--- src/ctrlPkg.sv ---
package ctrlPkg;

	localparam int OpWidth = 6;
	localparam int RegWidth = 5;
	localparam int FunctWidth = 6;

	// RegImm branch selectors, carried in the rt field
	localparam logic [RegWidth-1:0] RtBltz = 5'b00000;
	localparam logic [RegWidth-1:0] RtBgez = 5'b00001;
	localparam logic [RegWidth-1:0] RtBltzal = 5'b10000;
	localparam logic [RegWidth-1:0] RtBgezal = 5'b10001;

	typedef enum logic [OpWidth-1:0] {
		OpSpecial = 6'b000000, OpRegImm = 6'b000001, OpJ = 6'b000010, OpJal = 6'b000011,
		OpBeq = 6'b000100, OpBne = 6'b000101, OpBlez = 6'b000110, OpBgtz = 6'b000111,
		OpAddi = 6'b001000, OpAddiu = 6'b001001, OpSlti = 6'b001010, OpSltiu = 6'b001011,
		OpAndi = 6'b001100, OpOri = 6'b001101, OpXori = 6'b001110, OpLui = 6'b001111,
		OpSpecial2 = 6'b011100,
		OpLb = 6'b100000, OpLh = 6'b100001, OpLwl = 6'b100010, OpLw = 6'b100011,
		OpLbu = 6'b100100, OpLhu = 6'b100101, OpLwr = 6'b100110,
		OpSb = 6'b101000, OpSh = 6'b101001, OpSwl = 6'b101010, OpSw = 6'b101011,
		OpSwr = 6'b101110, OpLl = 6'b110000, OpSc = 6'b111000
	} opcode_e;

	// Special function codes
	typedef enum logic [FunctWidth-1:0] {
		FnSll = 6'd0, FnSrl = 6'd2, FnSra = 6'd3, FnSllv = 6'd4, FnSrlv = 6'd6, FnSrav = 6'd7,
		FnJr = 6'd8, FnJalr = 6'd9, FnMovz = 6'd10, FnMovn = 6'd11,
		FnSyscall = 6'd12, FnBreak = 6'd13, FnSync = 6'd15,
		FnMfhi = 6'd16, FnMthi = 6'd17, FnMflo = 6'd18, FnMtlo = 6'd19,
		FnMult = 6'd24, FnMultu = 6'd25, FnDiv = 6'd26, FnDivu = 6'd27,
		FnAdd = 6'd32, FnAddu = 6'd33, FnSub = 6'd34, FnSubu = 6'd35,
		FnAnd = 6'd36, FnOr = 6'd37, FnXor = 6'd38, FnNor = 6'd39, FnSlt = 6'd42, FnSltu = 6'd43
	} funct_e;

	// Special2 function codes, sharing the Special code space
	localparam funct_e FnMadd = funct_e'(6'd0);
	localparam funct_e FnMaddu = funct_e'(6'd1);
	localparam funct_e FnMul = funct_e'(6'd2);
	localparam funct_e FnMsub = funct_e'(6'd4);
	localparam funct_e FnMsubu = funct_e'(6'd5);
	localparam funct_e FnClz = funct_e'(6'd32);
	localparam funct_e FnClo = funct_e'(6'd33);

	typedef enum logic [4:0] {
		AluAdd = 5'd0, AluSub = 5'd1, AluOr = 5'd2, AluAnd = 5'd3, AluNor = 5'd4,
		AluXor = 5'd5, AluSll = 5'd6, AluSrl = 5'd7, AluSra = 5'd8, AluSlt = 5'd9,
		AluSltu = 5'd10, AluMov = 5'd11, AluAddu = 5'd12, AluClo = 5'd13, AluClz = 5'd14,
		AluSubu = 5'd16, AluNone = 5'b11111
	} aluOp_e;

	typedef enum logic [3:0] {
		MdMultu, MdMult, MdDivu, MdDiv, MdMaddu, MdMadd, MdMsub, MdMsubu, MdMul
	} mdOp_e;

	typedef enum logic [3:0] {
		MemSb, MemSh, MemSw, MemSwl, MemSwr, MemLbu, MemLb, MemLhu, MemLh, MemLwl, MemLwr, MemLw
	} memSel_e;

	typedef enum logic [1:0] {ExtZero, ExtSign, ExtUpper} extOp_e;
	typedef enum logic [1:0] {DstRt, DstRd, DstRa31} dstSel_e;
	typedef enum logic [2:0] {WbHiLo, WbImm, WbAlu, WbLink, WbMem, WbSc = 3'd7} wbSel_e;
	typedef enum logic [1:0] {NpcSeq, NpcBranch, NpcJump, NpcJumpReg} npcOp_e;
	typedef enum logic [1:0] {HintNone, HintReturn, HintOther, HintCall} brHint_e;
	typedef enum logic [1:0] {JNone, JDirect, JRegister} jType_e;

	typedef enum logic [2:0] {
		CondEq, CondNe, CondGez, CondLtz, CondLez, CondGtz, CondNotBranch = 3'd7
	} brCond_e;

	typedef enum logic [4:0] {
		ExcNone = 5'd0, ExcSys = 5'd8, ExcBp = 5'd9, ExcRi = 5'd10
	} excCode_e;

endpackage

--- src/aluDecoder.sv ---
`timescale 1ns/10ps

module aluDecoder import ctrlPkg::*; (
	input opcode_e op,
	input funct_e funct,
	input logic [RegWidth-1:0] rt,
	output aluOp_e aluOp,
	output extOp_e extOp,
	output logic shamtSel,
	output logic immSrc,
	output logic aluKnown
);

	logic isMemOp;

	assign isMemOp = op inside {OpLb, OpLh, OpLwl, OpLw, OpLbu, OpLhu, OpLwr, OpLl,
		OpSb, OpSh, OpSwl, OpSw, OpSwr, OpSc};

	always_comb begin
		aluOp = AluNone;
		aluKnown = 1'b1;
		case (op)
			OpSpecial:
				case (funct)
					FnAdd: aluOp = AluAdd;
					FnAddu: aluOp = AluAddu;
					FnSub: aluOp = AluSub;
					FnSubu: aluOp = AluSubu;
					FnAnd: aluOp = AluAnd;
					FnOr: aluOp = AluOr;
					FnXor: aluOp = AluXor;
					FnNor: aluOp = AluNor;
					FnSll, FnSllv: aluOp = AluSll;
					FnSrl, FnSrlv: aluOp = AluSrl;
					FnSra, FnSrav: aluOp = AluSra;
					FnSlt: aluOp = AluSlt;
					FnSltu: aluOp = AluSltu;
					FnMovz, FnMovn: aluOp = AluMov; // Condition checked at write-back
					default: aluKnown = 1'b0;
				endcase
			OpSpecial2:
				case (funct)
					FnClo: aluOp = AluClo;
					FnClz: aluOp = AluClz;
					default: aluKnown = 1'b0;
				endcase
			OpAddi: aluOp = AluAdd;
			OpAddiu: aluOp = AluAddu;
			OpSlti: aluOp = AluSlt;
			OpSltiu: aluOp = AluSltu;
			OpAndi: aluOp = AluAnd;
			OpOri: aluOp = AluOr;
			OpXori: aluOp = AluXor;
			OpLui: aluOp = AluNone;     // Value comes straight from the extender
			default: begin
				aluOp = isMemOp ? AluAdd : AluNone; // Address calculation
				aluKnown = 1'b0;
			end
		endcase
		// Result would only reach $0, so leave the ALU idle
		if (rt == '0 && op inside {OpAddiu, OpSlti, OpSltiu, OpAndi, OpOri, OpXori})
			aluOp = AluNone;
	end

	always_comb begin
		if (isMemOp || op inside {OpAddi, OpAddiu, OpSlti, OpSltiu})
			extOp = ExtSign;
		else if (op == OpLui)
			extOp = ExtUpper;
		else
			extOp = ExtZero;
	end

	assign shamtSel = (op == OpSpecial) && (funct inside {FnSll, FnSrl, FnSra});
	assign immSrc = (op != OpSpecial);

endmodule

--- src/branchUnit.sv ---
`timescale 1ns/10ps

module branchUnit import ctrlPkg::*; (
	input opcode_e op,
	input funct_e funct,
	input logic [RegWidth-1:0] rs,
	input logic [RegWidth-1:0] rt,
	input logic rsNeRt,
	input logic rsGez,
	input logic rsLtz,
	input logic rsLez,
	input logic rsGtz,
	output logic isBranch,
	output npcOp_e npcOp,
	output brHint_e brHint,
	output jType_e jType,
	output logic branchKnown
);

	brCond_e brCond;
	logic taken;
	logic isCall;

	always_comb begin
		case (op)
			OpBeq: brCond = CondEq;
			OpBne: brCond = CondNe;
			OpBlez: brCond = CondLez;
			OpBgtz: brCond = CondGtz;
			OpRegImm:
				case (rt)
					RtBgez, RtBgezal: brCond = CondGez;
					RtBltz, RtBltzal: brCond = CondLtz;
					default: brCond = CondNotBranch;
				endcase
			default: brCond = CondNotBranch;
		endcase
	end

	always_comb begin
		if (op == OpJ || op == OpJal)
			jType = JDirect;
		else if (op == OpSpecial && funct inside {FnJr, FnJalr})
			jType = JRegister;
		else
			jType = JNone;
	end

	// Compare flags arrive resolved from the register read
	always_comb begin
		case (brCond)
			CondEq: taken = !rsNeRt;
			CondNe: taken = rsNeRt;
			CondGez: taken = rsGez;
			CondLtz: taken = rsLtz;
			CondLez: taken = rsLez;
			CondGtz: taken = rsGtz;
			default: taken = 1'b0;
		endcase
	end

	always_comb begin
		case (jType)
			JDirect: npcOp = NpcJump;
			JRegister: npcOp = NpcJumpReg;
			default: npcOp = taken ? NpcBranch : NpcSeq;
		endcase
	end

	assign isBranch = (brCond != CondNotBranch) || (jType != JNone);
	assign isCall = (op == OpJal) || (op == OpRegImm && rt inside {RtBgezal, RtBltzal});

	// Hints for the return stack of the predictor
	always_comb begin
		if (!isBranch)
			brHint = HintNone;
		else if (isCall)
			brHint = HintCall;
		else if (op == OpSpecial && funct == FnJr && rs == RegWidth'(31))
			brHint = HintReturn;
		else
			brHint = HintOther;
	end

	assign branchKnown = isBranch;

endmodule

--- src/decodeStage.sv ---
`timescale 1ns/10ps

module decodeStage import ctrlPkg::*; (
	input logic clk,
	input logic rst,
	input logic inValid,
	output logic inReady,
	input logic [31:0] instr,
	input logic rsNeRt, rsGez, rsLtz, rsLez, rsGtz, rtZero,
	input logic fetchExc,
	input excCode_e fetchExcCode,
	output logic outValid,
	input logic outReady,
	output aluOp_e aluOp,
	output extOp_e extOp,
	output logic shamtSel, immSrc,
	output logic memWrite, memRead, llFlag, scFlag,
	output memSel_e memSel,
	output logic hiloWrite, hiloRdHi, mdStart, hiloAccess,
	output logic [1:0] hiloWrSel,
	output mdOp_e mdOp,
	output logic isBranch,
	output npcOp_e npcOp,
	output brHint_e brHint,
	output jType_e jType,
	output logic regWrite,
	output dstSel_e dstSel,
	output wbSel_e wbSel,
	output logic excValid,
	output excCode_e excCode
);

	opcode_e op;
	funct_e funct;
	logic [RegWidth-1:0] rs, rt;
	logic load;

	// Decoder results ahead of the output register
	aluOp_e aluOpNxt;
	extOp_e extOpNxt;
	memSel_e memSelNxt;
	mdOp_e mdOpNxt;
	npcOp_e npcOpNxt;
	brHint_e brHintNxt;
	jType_e jTypeNxt;
	dstSel_e dstSelNxt;
	wbSel_e wbSelNxt;
	excCode_e excCodeNxt;
	logic [1:0] hiloWrSelNxt;
	logic shamtSelNxt, immSrcNxt, memWriteNxt, memReadNxt, llFlagNxt, scFlagNxt;
	logic hiloWriteNxt, hiloRdHiNxt, mdStartNxt, hiloAccessNxt, isBranchNxt;
	logic regWriteNxt, excValidNxt;
	logic aluKnown, memKnown, mdKnown, branchKnown;

	assign op = opcode_e'(instr[31 -: OpWidth]);
	assign rs = instr[25:21];
	assign rt = instr[20:16];
	assign funct = funct_e'(instr[FunctWidth-1:0]);

	aluDecoder i_aluDecoder (.op(op), .funct(funct), .rt(rt), .aluOp(aluOpNxt),
		.extOp(extOpNxt), .shamtSel(shamtSelNxt), .immSrc(immSrcNxt), .aluKnown(aluKnown));

	memDecoder i_memDecoder (.op(op), .memWrite(memWriteNxt), .memRead(memReadNxt),
		.memSel(memSelNxt), .llFlag(llFlagNxt), .scFlag(scFlagNxt), .memKnown(memKnown));

	mulDivDecoder i_mulDivDecoder (.op(op), .funct(funct), .hiloWrite(hiloWriteNxt),
		.hiloWrSel(hiloWrSelNxt), .hiloRdHi(hiloRdHiNxt), .mdStart(mdStartNxt),
		.mdOp(mdOpNxt), .hiloAccess(hiloAccessNxt), .mdKnown(mdKnown));

	branchUnit i_branchUnit (.op(op), .funct(funct), .rs(rs), .rt(rt), .rsNeRt(rsNeRt),
		.rsGez(rsGez), .rsLtz(rsLtz), .rsLez(rsLez), .rsGtz(rsGtz), .isBranch(isBranchNxt),
		.npcOp(npcOpNxt), .brHint(brHintNxt), .jType(jTypeNxt), .branchKnown(branchKnown));

	writebackDecoder i_writebackDecoder (.op(op), .funct(funct), .rt(rt), .rtZero(rtZero),
		.regWrite(regWriteNxt), .dstSel(dstSelNxt), .wbSel(wbSelNxt));

	exceptionCheck i_exceptionCheck (.op(op), .funct(funct), .fetchExc(fetchExc),
		.fetchExcCode(fetchExcCode), .anyKnown(aluKnown | memKnown | mdKnown | branchKnown),
		.excValid(excValidNxt), .excCode(excCodeNxt));

	assign inReady = !outValid || outReady;  // Empty or draining this cycle
	assign load = inValid && inReady;

	always_ff @(posedge clk) begin
		if (!rst) begin
			outValid <= 1'b0;
			{regWrite, hiloWrite, memWrite, memRead, mdStart, excValid} <= '0;
			npcOp <= NpcSeq;
		end else begin
			if (inReady)
				outValid <= inValid;
			if (load) begin
				{regWrite, hiloWrite, memWrite, memRead, mdStart, excValid} <= {regWriteNxt,
					hiloWriteNxt, memWriteNxt, memReadNxt, mdStartNxt, excValidNxt};
				npcOp <= npcOpNxt;
			end
		end
	end

	always_ff @(posedge clk) begin
		if (load) begin
			{shamtSel, immSrc, llFlag, scFlag, hiloRdHi, hiloAccess, isBranch} <= {shamtSelNxt,
				immSrcNxt, llFlagNxt, scFlagNxt, hiloRdHiNxt, hiloAccessNxt, isBranchNxt};
			hiloWrSel <= hiloWrSelNxt;
			aluOp <= aluOpNxt;
			extOp <= extOpNxt;
			memSel <= memSelNxt;
			mdOp <= mdOpNxt;
			brHint <= brHintNxt;
			jType <= jTypeNxt;
			dstSel <= dstSelNxt;
			wbSel <= wbSelNxt;
			excCode <= excCodeNxt;
		end
	end

	assert property (@(posedge clk) disable iff (!rst) outValid |-> !(memWrite && memRead))
		else $error("memory read and write raised together");

	// Execute stage may sample any cycle, so a stalled item must not change
	assert property (@(posedge clk) disable iff (!rst)
		outValid && !outReady |=> outValid && $stable({aluOp, extOp, shamtSel, immSrc,
			memWrite, memRead, memSel, llFlag, scFlag, hiloWrite, hiloWrSel, hiloRdHi, mdStart,
			mdOp, hiloAccess, isBranch, npcOp, brHint, jType, regWrite, dstSel, wbSel,
			excValid, excCode}))
		else $error("decoded item changed under back-pressure");

endmodule

--- src/exceptionCheck.sv ---
`timescale 1ns/10ps

module exceptionCheck import ctrlPkg::*; (
	input opcode_e op,
	input funct_e funct,
	input logic fetchExc,
	input excCode_e fetchExcCode,
	input logic anyKnown,
	output logic excValid,
	output excCode_e excCode
);

	logic isSpecial;
	logic knownWord;

	assign isSpecial = (op == OpSpecial);
	// SYNC, BREAK and SYSCALL drive no decoder but are legal words
	assign knownWord = anyKnown || (isSpecial && funct inside {FnSync, FnBreak, FnSyscall});

	always_comb begin
		excValid = 1'b1;
		if (fetchExc)
			excCode = fetchExcCode;   // Oldest fault wins
		else if (!knownWord)
			excCode = ExcRi;
		else if (isSpecial && funct == FnBreak)
			excCode = ExcBp;
		else if (isSpecial && funct == FnSyscall)
			excCode = ExcSys;
		else begin
			excValid = 1'b0;
			excCode = ExcNone;
		end
		// Fetch stage must always attach a cause to its fault
		assert ((excCode == ExcNone) == !excValid)
			else $error("exception flag and code disagree, code %0h", excCode);
	end

endmodule

--- src/memDecoder.sv ---
`timescale 1ns/10ps

module memDecoder import ctrlPkg::*; (
	input opcode_e op,
	output logic memWrite,
	output logic memRead,
	output memSel_e memSel,
	output logic llFlag,
	output logic scFlag,
	output logic memKnown
);

	assign memWrite = op inside {OpSb, OpSh, OpSw, OpSwl, OpSwr, OpSc};
	assign memRead = op inside {OpLb, OpLh, OpLwl, OpLw, OpLbu, OpLhu, OpLwr, OpLl};

	// Access width and alignment
	always_comb begin
		case (op)
			OpSb: memSel = MemSb;
			OpSh: memSel = MemSh;
			OpSw, OpSc: memSel = MemSw;
			OpSwl: memSel = MemSwl;
			OpSwr: memSel = MemSwr;
			OpLbu: memSel = MemLbu;
			OpLb: memSel = MemLb;
			OpLhu: memSel = MemLhu;
			OpLh: memSel = MemLh;
			OpLwl: memSel = MemLwl;
			OpLwr: memSel = MemLwr;
			default: memSel = MemLw;  // LW and LL
		endcase
	end

	assign llFlag = (op == OpLl);
	assign scFlag = (op == OpSc);    // Link bit checked in memory stage
	assign memKnown = memWrite || memRead;

endmodule

--- src/mulDivDecoder.sv ---
`timescale 1ns/10ps

module mulDivDecoder import ctrlPkg::*; (
	input opcode_e op,
	input funct_e funct,
	output logic hiloWrite,
	output logic [1:0] hiloWrSel,
	output logic hiloRdHi,
	output logic mdStart,
	output mdOp_e mdOp,
	output logic hiloAccess,
	output logic mdKnown
);

	logic hiloMove;  // MTHI or MTLO
	logic hiloRead;  // MFHI or MFLO

	always_comb begin
		mdStart = 1'b1;
		mdOp = MdMultu;
		if (op == OpSpecial)
			case (funct)
				FnMultu: mdOp = MdMultu;
				FnMult: mdOp = MdMult;
				FnDivu: mdOp = MdDivu;
				FnDiv: mdOp = MdDiv;
				default: mdStart = 1'b0;
			endcase
		else if (op == OpSpecial2)
			case (funct)
				FnMaddu: mdOp = MdMaddu;
				FnMadd: mdOp = MdMadd;
				FnMsub: mdOp = MdMsub;
				FnMsubu: mdOp = MdMsubu;
				FnMul: mdOp = MdMul;      // Result goes to rd, HI/LO untouched
				default: mdStart = 1'b0;
			endcase
		else
			mdStart = 1'b0;
	end

	assign hiloMove = (op == OpSpecial) && (funct inside {FnMthi, FnMtlo});
	assign hiloRead = (op == OpSpecial) && (funct inside {FnMfhi, FnMflo});

	assign hiloWrite = hiloMove || (mdStart && mdOp != MdMul);
	// 2 unit result, 1 rs into HI, 0 rs into LO
	assign hiloWrSel = !hiloWrite ? 2'd0 : mdStart ? 2'd2 : (funct == FnMthi) ? 2'd1 : 2'd0;
	assign hiloRdHi = (op == OpSpecial) && (funct == FnMfhi);
	assign hiloAccess = mdStart || hiloMove || hiloRead;
	assign mdKnown = hiloAccess;

endmodule

--- src/writebackDecoder.sv ---
`timescale 1ns/10ps

module writebackDecoder import ctrlPkg::*; (
	input opcode_e op,
	input funct_e funct,
	input logic [RegWidth-1:0] rt,
	input logic rtZero,
	output logic regWrite,
	output dstSel_e dstSel,
	output wbSel_e wbSel
);

	logic isLinkBr;  // BGEZAL and BLTZAL
	logic isLoad;
	logic writes;
	logic condFail;

	assign isLinkBr = (op == OpRegImm) && (rt inside {RtBgezal, RtBltzal});
	assign isLoad = op inside {OpLb, OpLh, OpLwl, OpLw, OpLbu, OpLhu, OpLwr, OpLl};

	always_comb begin
		if (op == OpSpecial || (op == OpSpecial2 && funct == FnMul))
			dstSel = DstRd;
		else if (op == OpJal || isLinkBr)
			dstSel = DstRa31;
		else
			dstSel = DstRt;
	end

	always_comb begin
		if (isLoad)
			wbSel = WbMem;
		else if (op == OpLui)
			wbSel = WbImm;
		else if (op == OpJal || isLinkBr || (op == OpSpecial && funct == FnJalr))
			wbSel = WbLink;     // Return address
		else if (op == OpSpecial && funct inside {FnMfhi, FnMflo})
			wbSel = WbHiLo;
		else if (op == OpSc)
			wbSel = WbSc;       // Success flag
		else
			wbSel = WbAlu;
	end

	always_comb begin
		case (op)
			OpSpecial: writes = funct inside {FnAdd, FnAddu, FnSub, FnSubu, FnAnd, FnOr, FnXor,
				FnNor, FnSll, FnSrl, FnSra, FnSllv, FnSrlv, FnSrav, FnSlt, FnSltu, FnJalr,
				FnMfhi, FnMflo, FnMovz, FnMovn};
			OpSpecial2: writes = funct inside {FnClo, FnClz, FnMul};
			OpRegImm: writes = isLinkBr;
			OpJal, OpAddi, OpAddiu, OpSlti, OpSltiu, OpAndi, OpOri, OpXori, OpLui, OpSc:
				writes = 1'b1;
			default: writes = isLoad;
		endcase
	end

	// Conditional moves drop the write when rt fails the test
	assign condFail = (op == OpSpecial) &&
		((funct == FnMovz && !rtZero) || (funct == FnMovn && rtZero));
	assign regWrite = writes && !condFail;

endmodule
--- config.mk ---
export PLATFORM = sky130hd
export DESIGN_NAME = decodeStage
export DESIGN_NICKNAME = d
export VERILOG_FILES = /design/src/ctrlPkg.sv /design/src/aluDecoder.sv /design/src/branchUnit.sv /design/src/decodeStage.sv /design/src/exceptionCheck.sv /design/src/memDecoder.sv /design/src/mulDivDecoder.sv /design/src/writebackDecoder.sv
export SDC_FILE = /design/constraint.sdc
export NUM_CORES = 1
export LEC_CHECK = 0
export ABC_AREA = 0
export ABC_CLOCK_PERIOD_IN_PS = 2700
export BUFFER_PORTS_ARGS = -buffer_cell sky130_fd_sc_hd__buf_2
export CAP_MARGIN = 20
export CORE_MARGIN = 10
export CORE_UTILIZATION = 52
export DETAILED_ROUTE_END_ITERATION = 10
export PLACE_DENSITY_LB_ADDON = 0.2
export SETUP_SLACK_MARGIN = 0.1
export SYNTH_ARGS = -nofsm -noshare
export SYNTH_HDL_FRONTEND = slang
export SYNTH_HIERARCHICAL = 1
export SYNTH_SLANG_ARGS = --single-unit
--- constraint.sdc ---
create_clock -name clk -period 2.7 [get_ports clk]
set_input_delay 0.54 -clock clk [delete_from_list [all_inputs] [get_ports clk]]
set_output_delay 0.54 -clock clk [all_outputs]
set_load 0.005 [all_outputs]
== Word-level counts from Yosys, hierarchy flattened ==
Cells that the tools add are included.

* Word-level logic and storage cells: 219
* Output and inout port bits: 48
* Memory bits (writable): 0
* Bits in registers: 47
* Memory bits (read-only): 0
* Latch bits: 0
* Memories: 0

* Div/mod/pow operators: 0
* Shifts and indexed selects: 0
* Add/subtract/negate cells: 0
* Reduce and logical (&&, ||, !) cells: 71
* Bitwise logic cells: 4
* Equality and inequality tests: 75
* Mux-type cells: 42
* $mul: 0
* Magnitude comparators: 0

{| class="wikitable"
|+ Operators with widths
! cell !! number
|-
| $eq 6x6->1 const B || 24
|-
| $eq 6x4->1 const B || 15
|-
| $pmux 5 s14 || 1
|-
| $eq 6x5->1 const B || 9
|-
| $pmux 5 s10 || 1
|-
| $eq 6x3->1 const B || 8
|-
| $pmux 4 s11 || 1
|-
| $eq 6x2->1 const B || 4
|-
| $reduce_bool 21->1 || 1
|-
| $logic_and 1x1->1 || 20
|-
| $mux 5 || 4
|-
| $pmux 4 s5 || 1
|-
| $reduce_or 2->1 || 10
|-
| $reduce_bool 6->1 || 3
|-
| $reduce_or 18->1 || 1
|-
| $eq 5x5->1 const B || 3
|-
| $pmux 3 s5 || 1
|-
| $mux 2 || 7
|-
| $reduce_bool 14->1 || 1
|-
| $logic_or 1x1->1 || 13
|-
| $eq 6x1->1 const B || 2
|-
| $logic_not 6->1 || 2
|-
| $mux 1 || 12
|-
| $mux 3 || 4
|-
| other kinds (29) || 44
|}

== Longest topological paths before layout ==
Gate-level depths: netlist of run 1.

* Word-level depth: 12
* Depth in mapped cells: 11

== Cells and area by module ==
The synthesis of run 1 kept the hierarchy.

{| class="wikitable"
|+ By module, submodules not included
! module !! cells each !! sequential area each (sq um) !! area an instance (sq um) !! instances
|-
| decodeStage || 79 || 1321.3 || 1524.0 || 1
|-
| aluDecoder || 90 || 0.0 || 610.6 || 1
|-
| memDecoder || 45 || 0.0 || 296.5 || 1
|-
| writebackDecoder || 46 || 0.0 || 290.3 || 1
|-
| branchUnit || 30 || 0.0 || 202.7 || 1
|-
| mulDivDecoder || 28 || 0.0 || 151.4 || 1
|-
| exceptionCheck || 17 || 0.0 || 133.9 || 1
|}

== Worst setup path after synthesis of run 1 ==
OpenSTA, ideal clock, no wires.

* Path kind: input to register
* Start point: in instr[5]
* End point: reg excValid
* Cell stages on the path: 10
* Path slack: 446 ps
* Arrival: 2123 ps
* Path through: or4_1 -> nor3_2 -> o21ai_1 -> nand2_1 -> buf_4 -> or4_1 -> a41oi_1 -> or3_1 -> nand2_1 -> mux2i_1

* Longest elaborated chain between the ends: 12
* Elaborated cells between the ends (all ways): 68
* Classes of those cells: 32 x eq/ne; 13 x mux; 3 x bitwise; 20 x reduce/logical

{| class="wikitable"
|+ Ends and longest elaborated chain
! what !! RTL line !! RTL
|-
| from (decl) || decodeStage.sv:8 || <nowiki>input logic [31:0] instr,</nowiki>
|-
| $eq 6x3->1 (tied with other cells) || mulDivDecoder.sv:30 || <nowiki>case (funct)</nowiki>
|-
| $reduce_or 5->1 (no source line) || -- ||
|-
| $mux 1 || mulDivDecoder.sv:30 ||
|-
| $mux 1 || mulDivDecoder.sv:29 || <nowiki>else if (op == OpSpecial2)</nowiki>
|-
| $mux 1 || mulDivDecoder.sv:21 || <nowiki>if (op == OpSpecial)</nowiki>
|-
| $logic_or 1x1->1 || mulDivDecoder.sv:49 || <nowiki>assign hiloAccess = mdStart || hiloMove || hiloRead;</nowiki>
|-
| $logic_or 1x1->1 * || mulDivDecoder.sv:49 ||
|-
| named net hiloAccessNxt || decodeStage.sv:51 || <nowiki>logic hiloWriteNxt, hiloRdHiNxt, mdStartNxt, hiloAccessNxt, isBranchNxt;</nowiki>
|-
| $or 1x1->1 * (2 in a row) || decodeStage.sv:78 || <nowiki>.fetchExcCode(fetchExcCode), .anyKnown(aluKnown | memKnown | mdKnown | branchKnown),</nowiki>
|-
| $logic_or 1x1->1 * || exceptionCheck.sv:18 || <nowiki>assign knownWord = anyKnown || (isSpecial && funct inside {FnSync, FnBreak, FnSyscall});</nowiki>
|-
| $mux 1 * || exceptionCheck.sv:24 || <nowiki>else if (!knownWord)</nowiki>
|-
| $mux 1 * || exceptionCheck.sv:22 || <nowiki>if (fetchExc)</nowiki>
|-
| named net excValidNxt || decodeStage.sv:52 || <nowiki>logic regWriteNxt, excValidNxt;</nowiki>
|-
| to (signal assigned) || decodeStage.sv:93 || <nowiki>{regWrite, hiloWrite, memWrite, memRead, mdStart, excValid} <= {regWriteNxt,</nowiki>
|-
| to (decl) || decodeStage.sv:29 || <nowiki>output logic excValid,</nowiki>
|}

The timed path passes the listed nets; every way through them passes the cells marked *.
A chain may end at the register's enable or synchronous reset.

== Final worst setup path of run 1 ==
* Start point: in instr[30]
* End point: reg regWrite

* Longest elaborated chain between the ends: 4
* Elaborated cells between the ends (all ways): 28
* Classes of those cells: 20 x eq/ne; 1 x mux; 7 x reduce/logical

{| class="wikitable"
|+ Ends and longest elaborated chain
! what !! RTL line !! RTL
|-
| $eq 6x6->1 (tied with other cells) || writebackDecoder.sv:46 || <nowiki>case (op)</nowiki>
|-
| $reduce_or 10->1 (tied with other cells) || writebackDecoder.sv:46 ||
|-
| $pmux 1 s4 or $logic_not 1->1 (tied branches) || writebackDecoder.sv:46, writebackDecoder.sv:61 ||
|-
| $logic_and 1x1->1 * || writebackDecoder.sv:61 || <nowiki>assign regWrite = writes && !condFail;</nowiki>
|-
| named net regWriteNxt || decodeStage.sv:52 ||
|-
| to (signal assigned) || decodeStage.sv:93 ||
|-
| to (decl) || decodeStage.sv:26 || <nowiki>output logic regWrite,</nowiki>
|}

Marks and branches as above.

==> results of run 1 <==
==> per-layer routing <==
metal	vias to the layer above	wire length, um	global-route usage
met2	94	3890	0.273
met3	7	754	0.0601
met5	-	0	0
met1	1337	3630	0.208
li1	1427	-	-
met4	0	71	0.0364
==> stage by stage <==
stage          setup slack, ns  cells  total power [mW]
4_1_cts                  0.423    503              1.60
6_report                 0.418    503              1.59
3_3_place_gp             0.181    495              1.17
5_1_grt                  0.269    503              1.67
2_1_floorplan            0.446    335              1.04
3_5_place_dp             0.143    495              1.18
==> critical path: cells and delay by family <==
kind | cells | cell delay [ns]
AOI/OAI and AO/OA | 1 | 0.23
and+or+nand+nor | 4 | 1.24
muxes | 1 | 0.12
buffers and inverters | 1 | 0.38
==> flip-flops by register name, indices dropped and copies added (netlist names), 2 cells and up <==
register / flops
wbSel: 3
mdOp: 4
memSel: 4
hiloWrSel: 2
npcOp: 2
brHint: 2
dstSel: 2
extOp: 2
excCode: 5
aluOp: 5
jType: 2
==> synthesized netlist by cell type (4+ instances only) <==
cell type / number
nor3_1: 9
buf_4: 6
edfxtp_1: 38
nor4_1: 6
and2_1: 7
o21a_1: 5
o22ai_1: 6
dfxtp_1: 9
nor4_4: 4
o211ai_1: 4
nand3_1: 6
buf_6: 6
nor2b_1: 6
nor2_1: 25
nand2b_1: 10
inv_1: 15
or4_1: 6
and3_1: 4
mux2i_1: 10
a21oi_1: 16
nand2_1: 40
o21ai_0: 15
nand4_1: 4
a211oi_1: 4
==> worst max path at each step <==
stage                                        to  cells past startpoint  slack [ns]       from
after floorplan           excValid$_SDFFE_PN0P_                     10        0.45   instr[5]
after global placement    excValid$_SDFFE_PN0P_                     10        0.18  instr[27]
after detailed placement  excValid$_SDFFE_PN0P_                     10        0.14  instr[27]
after CTS                 regWrite$_SDFFE_PN0P_                      8        0.42  instr[27]
after global routing      excValid$_SDFFE_PN0P_                      9        0.27  instr[27]
final                     regWrite$_SDFFE_PN0P_                      7        0.42  instr[30]
==> cell families (layout without fill, tap and decap cells) <==
family / Yosys count / count (layout) / share of synthesized area
AOI/OAI and AO/OA: 81 / 81 / 0.176
xor gates and xnor gates: 2 / 2 / 0.00546
buffers and inverters: 35 / 128 / 0.0667
DFF: 47 / 47 / 0.412
muxes: 11 / 11 / 0.0347
and+or+nand+nor: 159 / 159 / 0.305
==> cell type report <==
type,count,area share
timing repair buffer,102,0.146
tap,75,0.0247
clock inverter,2,0.00297
inverter,18,0.0178
multi-input combinational,253,0.441
sequential,47,0.348
clock buffer,6,0.0191
==> power by group through the flow <==
stage          Sequential [mW]  Clock, mW  Combinational (mW)
5_1_grt                  0.839      0.458               0.369
6_report                 0.835      0.421               0.332
3_3_place_gp             0.851          0               0.324
2_1_floorplan            0.858          0               0.181
4_1_cts                  0.836      0.429               0.334
3_5_place_dp             0.852          0               0.331
==> results.py, run 1 <==
metrics = {
    "sta": {
        "timing.final.hold_violations": 0,
        "holdWs_ns": 0.460,
        "finalMaxSlewViolations": 0,
        "max_freq_mhz": 438,
        "rsz0062_at_grt": "false",
        "fin_crit_sh": 0.845,
        "setup_viol": 0,
        "post-route-min-period_ns": 2.28,
        "timing.setup.tns_ns": 0,
        "skew_ns": 0.00644,
        "tightest_slew_ns": 0.653,
        "slew_headroom": 0.565,
    },
    "setup_path": {
        "crit_path_start_kind": "input pin",
        "reg2reg_slack_ns": 1.33,
        "path_cells": "buf_2 -> or3b_1 -> or4_4 -> nor4_2 -> o41a_1 -> nand2_1 -> mux2i_1",
        "crit_type": "input pin to register",
        "cp_max_fo": 21,
        "worstSetupEndpointType": "register",
        "required_ns": 2.94,
        "worstReg2RegStart": "outValid$_SDFFE_PN0P_",
        "r2r_cells": 2,
        "slowest_delay_ns": 0.45,
        "critPathSlowestCell": "or3b_1",
        "r2r-end": "aluOp[3]$_DFFE_PP_",
        "arrival_ns": 2.52,
    },
    "logic_synthesis": {
        "synthTopCellsByArea": "edfxtp_1, dfxtp_1, nand2_1",
        "seq_area_frac_synth": 0.412,
        "avgSynthCellArea_um2": 9.58,
        "ys_warn_count": 6,
        "yosys.area.top_type_share": 0.356,
        "ys_ff_latch": 47,
        "synth_nets": 383,
        "synth_top_area_cell": "edfxtp_1",
        "synth-async-reset-ratio": 0,
        "synth_area_um2": 3210,
        "postSynthCellCount": 335,
        "synth_edf_count": 38,
        "synthFlopType": "edfxtp_1",
        "synth_cell_types": 72,
    },
    "global_routing": {
        "antenna_found_initial": 0,
        "grtUsageTotal": 0.168,
        "grt_max_degree": 47,
        "overflow": 0,
        "grt_pass1_vias": 2796,
        "grt_pass1_wl_um": 13700,
    },
    "clock_tree": {
        "cts_resized": 0,
        "cts-root-buf": "clkbuf_8",
        "clock_path_buffers": 2,
        "cts_tree": "yes",
        "hold_buffers": 0,
        "cts.htree.levels": 2,
        "cts_setup_buffers": 0,
        "cts.sinks": 47,
        "clkTransAtPathRegs_ns": 0.09,
        "numCtsBuffers": 5,
        "insertion_delay_ns": 0.30,
    },
    "layout": {
        "area_growth_pct": 18.2,
        "seqCellArea_um2": 1320,
        "multi_input_area_um2": 1670,
        "fillers": 523,
        "drive_gt1_frac": 0.327,
        "final_common_cell": "buf_2",
        "insertedDiodeCount": 0,
        "final_cell_mix": "buf_2, nand2_1, edfxtp_1",
        "finish.utilization": 0.637,
        "final_cell_area_um2": 3790,
        "fin_nets": 475,
    },
    "floorplanning": {
        "start_util": 0.539,
        "die-area_um2": 9710,
        "die_x_um": 98.6,
        "die_h_um": 98.6,
        "pin_count": 96,
        "core-area_um2": 5960,
        "rows": 28,
    },
    "detailed_routing": {
        "drcViolationCount": 0,
        "antenna_left": 0,
        "post_drt_via_cell_ratio": 5.70,
        "dr.pass1.iters": 4,
        "first_iter_violations": 194,
        "wl_per_cell_um": 16.6,
        "drt-total-wl_um": 8350,
        "vias": 2865,
    },
    "placement": {
        "io_buffers": 85,
        "place_area_um2": 3710,
        "place_hpwl_um": 6170,
        "routabilityCongestion": 0.864,
    },
    "pwr": {
        "p_int_mw": 1.14,
        "pwr-share-seq": 0.526,
        "vdd_ir_drop_max_mv": 0.234,
        "clkPwrFrac": 0.265,
        "combinationalPowerShare": 0.209,
        "power.share.switching": 0.280,
        "p_switching_uw": 444,
        "powerDensity_nw_per_um2": 419,
        "power_leakage_nw": 1.54,
    },
    "min_path": {
        "min_to": "regWrite$_SDFFE_PN0P_",
        "hold_path.class": "register to register",
        "hold_start": "regWrite$_SDFFE_PN0P_",
        "min_path_cells": 2,
    },
    "job": {
        "drv_cap": 0,
    },
    "run_status": {
        "status": "completed",
    },
}
Power figures use the tool's default switching activity.
==> run 2, diff against run 1 <==
--- a/config.mk
+++ b/config.mk
@@ -5,12 +5,12 @@
 export SDC_FILE = /design/constraint.sdc
 export NUM_CORES = 1
 export LEC_CHECK = 0
-export ABC_AREA = 0
-export ABC_CLOCK_PERIOD_IN_PS = 2700
+export ABC_AREA = 1
+export ABC_CLOCK_PERIOD_IN_PS = 2200
 export BUFFER_PORTS_ARGS = -buffer_cell sky130_fd_sc_hd__buf_2
 export CAP_MARGIN = 20
 export CORE_MARGIN = 10
-export CORE_UTILIZATION = 52
+export CORE_UTILIZATION = 54
 export DETAILED_ROUTE_END_ITERATION = 10
 export PLACE_DENSITY_LB_ADDON = 0.2
 export SETUP_SLACK_MARGIN = 0.1
==> constraint.sdc (replaced) <==
create_clock -name clk -period 2.2 [get_ports clk]
set_input_delay 0.44 -clock clk [delete_from_list [all_inputs] [get_ports clk]]
set_output_delay 0.44 -clock clk [all_outputs]
set_load 0.005 [all_outputs]
==> results.py, run 2 <==
metrics = {
    "layout": {
        "final_common_cell": "nand2_1",
        "insertedDiodeCount": 0,
        "fillers": 574,
        "fin_nets": 687,
        "final_cell_area_um2": 4420,
        "area_growth_pct": 21.5,
        "drive_gt1_frac": 0.314,
        "largestRegisters": "aluOp (5), excCode (5)",
        "final_cell_mix": "nand2_1, buf_2, inv_1",
    },
    "setup_path": {
        "worstReg2RegStart": "outValid$_SDFFE_PN0P_",
        "startpoint": "instr[29]",
        "required_ns": 2.45,
        "path_cells": "buf_2 -> nor2_1 -> nand2_1 -> nor2_1 -> nor3_1 -> nand3_1 -> nor2_1 -> nand2_1 -> inv_1 -> nand2_2 -> nand3_2 -> inv_1 -> nand3_1 -> nand2_1 -> nor2_1",
        "r2r-end": "aluOp[4]$_DFFE_PP_",
        "slowest_delay_ns": 0.28,
        "cpMostUsedCell": "nor2_1",
        "worstSetupEndpointType": "register",
        "crit_path_start_kind": "input pin",
        "reg2reg_slack_ns": 0.87,
        "arrival_ns": 2.04,
        "cp_max_fo": 15,
        "r2r_cells": 2,
        "critPathSlowestCell": "buf_2",
        "crit_end": "excValid$_SDFFE_PN0P_",
        "crit_type": "input pin to register",
    },
    "sta": {
        "skew_ns": 0.00721,
        "timing.final.hold_violations": 0,
        "rsz0062_at_grt": "false",
        "finalMaxSlewViolations": 0,
        "post-route-min-period_ns": 1.79,
        "fin_ws_ns": 0.412,
        "setup_viol": 0,
        "fin_crit_sh": 0.813,
        "tightest_slew_ns": 0.487,
        "max_freq_mhz": 559,
        "timing.setup.tns_ns": 0,
        "slew_headroom": 0.675,
    },
    "detailed_routing": {
        "first_iter_violations": 193,
        "post_drt_via_cell_ratio": 5.09,
        "vias": 3648,
        "dr.pass1.iters": 5,
        "wl_per_cell_um": 13.1,
        "antenna_left": 0,
        "drt-total-wl_um": 9370,
        "drcViolationCount": 0,
    },
    "floorplanning": {
        "pin_count": 96,
        "die_h_um": 102,
        "core-area_um2": 6460,
        "die_x_um": 102,
        "start_util": 0.563,
        "rows": 29,
        "die-area_um2": 10400,
    },
    "global_routing": {
        "grt_pass1_wl_um": 15800,
        "antenna_found_initial": 0,
        "overflow": 0,
        "grt_max_degree": 39,
        "grt_pass1_vias": 3567,
        "grtUsageTotal": 0.183,
    },
    "clock_tree": {
        "cts_tree": "yes",
        "clock_path_buffers": 2,
        "cts_setup_buffers": 0,
        "insertion_delay_ns": 0.30,
        "numCtsBuffers": 5,
        "cts.htree.levels": 2,
        "cts-root-buf": "clkbuf_8",
        "cts.sinks": 47,
        "hold_buffers": 0,
        "clkTransAtPathRegs_ns": 0.09,
        "cts_resized": 0,
    },
    "logic_synthesis": {
        "synth_common_cells": "nand2_1, inv_1, nor2_1",
        "postSynthCellCount": 525,
        "seq_area_frac_synth": 0.363,
        "yosysMostFrequentCell": "nand2_1",
        "ys_ff_latch": 47,
        "synthFlopType": "edfxtp_1",
        "synth_cell_types": 39,
        "synth_edf_count": 38,
        "synth_top_area_cell": "edfxtp_1",
        "yosys.area.top_type_share": 0.314,
        "synth_nets": 573,
        "avgSynthCellArea_um2": 6.93,
        "synth_area_um2": 3640,
        "ys_warn_count": 6,
        "synth-async-reset-ratio": 0,
        "synthTopCellsByArea": "edfxtp_1, nand2_1, inv_1",
    },
    "placement": {
        "io_buffers": 85,
        "place_area_um2": 4310,
        "dp_worst_setup_slack_ns": 0.0677,
        "place_hpwl_um": 7550,
        "routabilityCongestion": 0.902,
    },
    "pwr": {
        "powerDensity_nw_per_um2": 485,
        "power_leakage_nw": 2.30,
        "vdd_ir_drop_max_mv": 0.240,
    },
    "run_status": {
        "status": "completed",
    },
    "job": {
        "drv_cap": 0,
    },
    "min_path": {
        "hold_path.class": "input pin to register",
    },
}
[run 2: how the worst min path moves through the flow]
stage	start	to	cells past startpoint	slack, ns
floorplan	excValid$_SDFFE_PN0P_	excValid$_SDFFE_PN0P_	2	0.48
global route	fetchExcCode[2]	excCode[2]$_DFFE_PP_	3	0.42
CTS	fetchExcCode[2]	excCode[2]$_DFFE_PP_	3	0.39
global placement	npcOp[1]$_SDFFE_PN0P_	npcOp[1]$_SDFFE_PN0P_	2	0.46
finish	fetchExcCode[2]	excCode[2]$_DFFE_PP_	3	0.39
detailed placement	mdStart$_SDFFE_PN0P_	mdStart$_SDFFE_PN0P_	2	0.47
[run 2: final cells by class]
| type | instances | area, um2 | area share |
|---|---|---|---|
| inverter | 100 | 375 | 0.0849 |
| clock inverter | 2 | 15.0 | 0.00340 |
| tap | 77 | 96.3 | 0.0218 |
| clock buffer | 6 | 93.8 | 0.0212 |
| timing repair buffer | 113 | 638 | 0.144 |
| multi-input combinational | 372 | 1880 | 0.425 |
| sequential | 47 | 1320 | 0.299 |
[run 2: where the power goes]
part	leakage (nW)	switching (mW)	internal (mW)
Clock	0.0573	0.317	0.298
Sequential	0.440	0.0173	1.02
Combinational	1.80	0.305	0.186
[run 2: per-stage QoR]
step           instances   util  power (mW)  hold WS (ns)
6_report             717  0.684        2.14         0.391
5_1_grt              717  0.684        2.26         0.416
4_1_cts              717  0.684        2.16         0.389
3_5_place_dp         709  0.667        1.55         0.470
3_3_place_gp         709  0.667        1.54         0.463
2_1_floorplan        525      -        1.33         0.481
[run 2: cells by family (layout without fill, tap and decap cells)]
| group | count (synthesis) | after routing | synth area share |
|---|---|---|---|
| multiplexers | 1 | 1 | 0.00309 |
| AO/OA/AOI/OAI | 39 | 39 | 0.0708 |
| AND/OR/NAND/NOR | 331 | 331 | 0.437 |
| XOR/XNOR | 1 | 1 | 0.00241 |
| flip-flops | 47 | 47 | 0.363 |
| buffers and inverters | 106 | 221 | 0.123 |
[run 2: per-layer routing]
layer | GRT usage | wire length (um)
met4 | 0.0466 | 119
met5 | 0 | 0
met1 | 0.223 | 4000
met2 | 0.312 | 4430
met3 | 0.0520 | 818
[run 2: worst max-delay path, delay by kind of cell]
| kind | cells | cell delay, ns |
|---|---|---|
| simple gates | 12 | 1.18 |
| buf+inv | 3 | 0.41 |
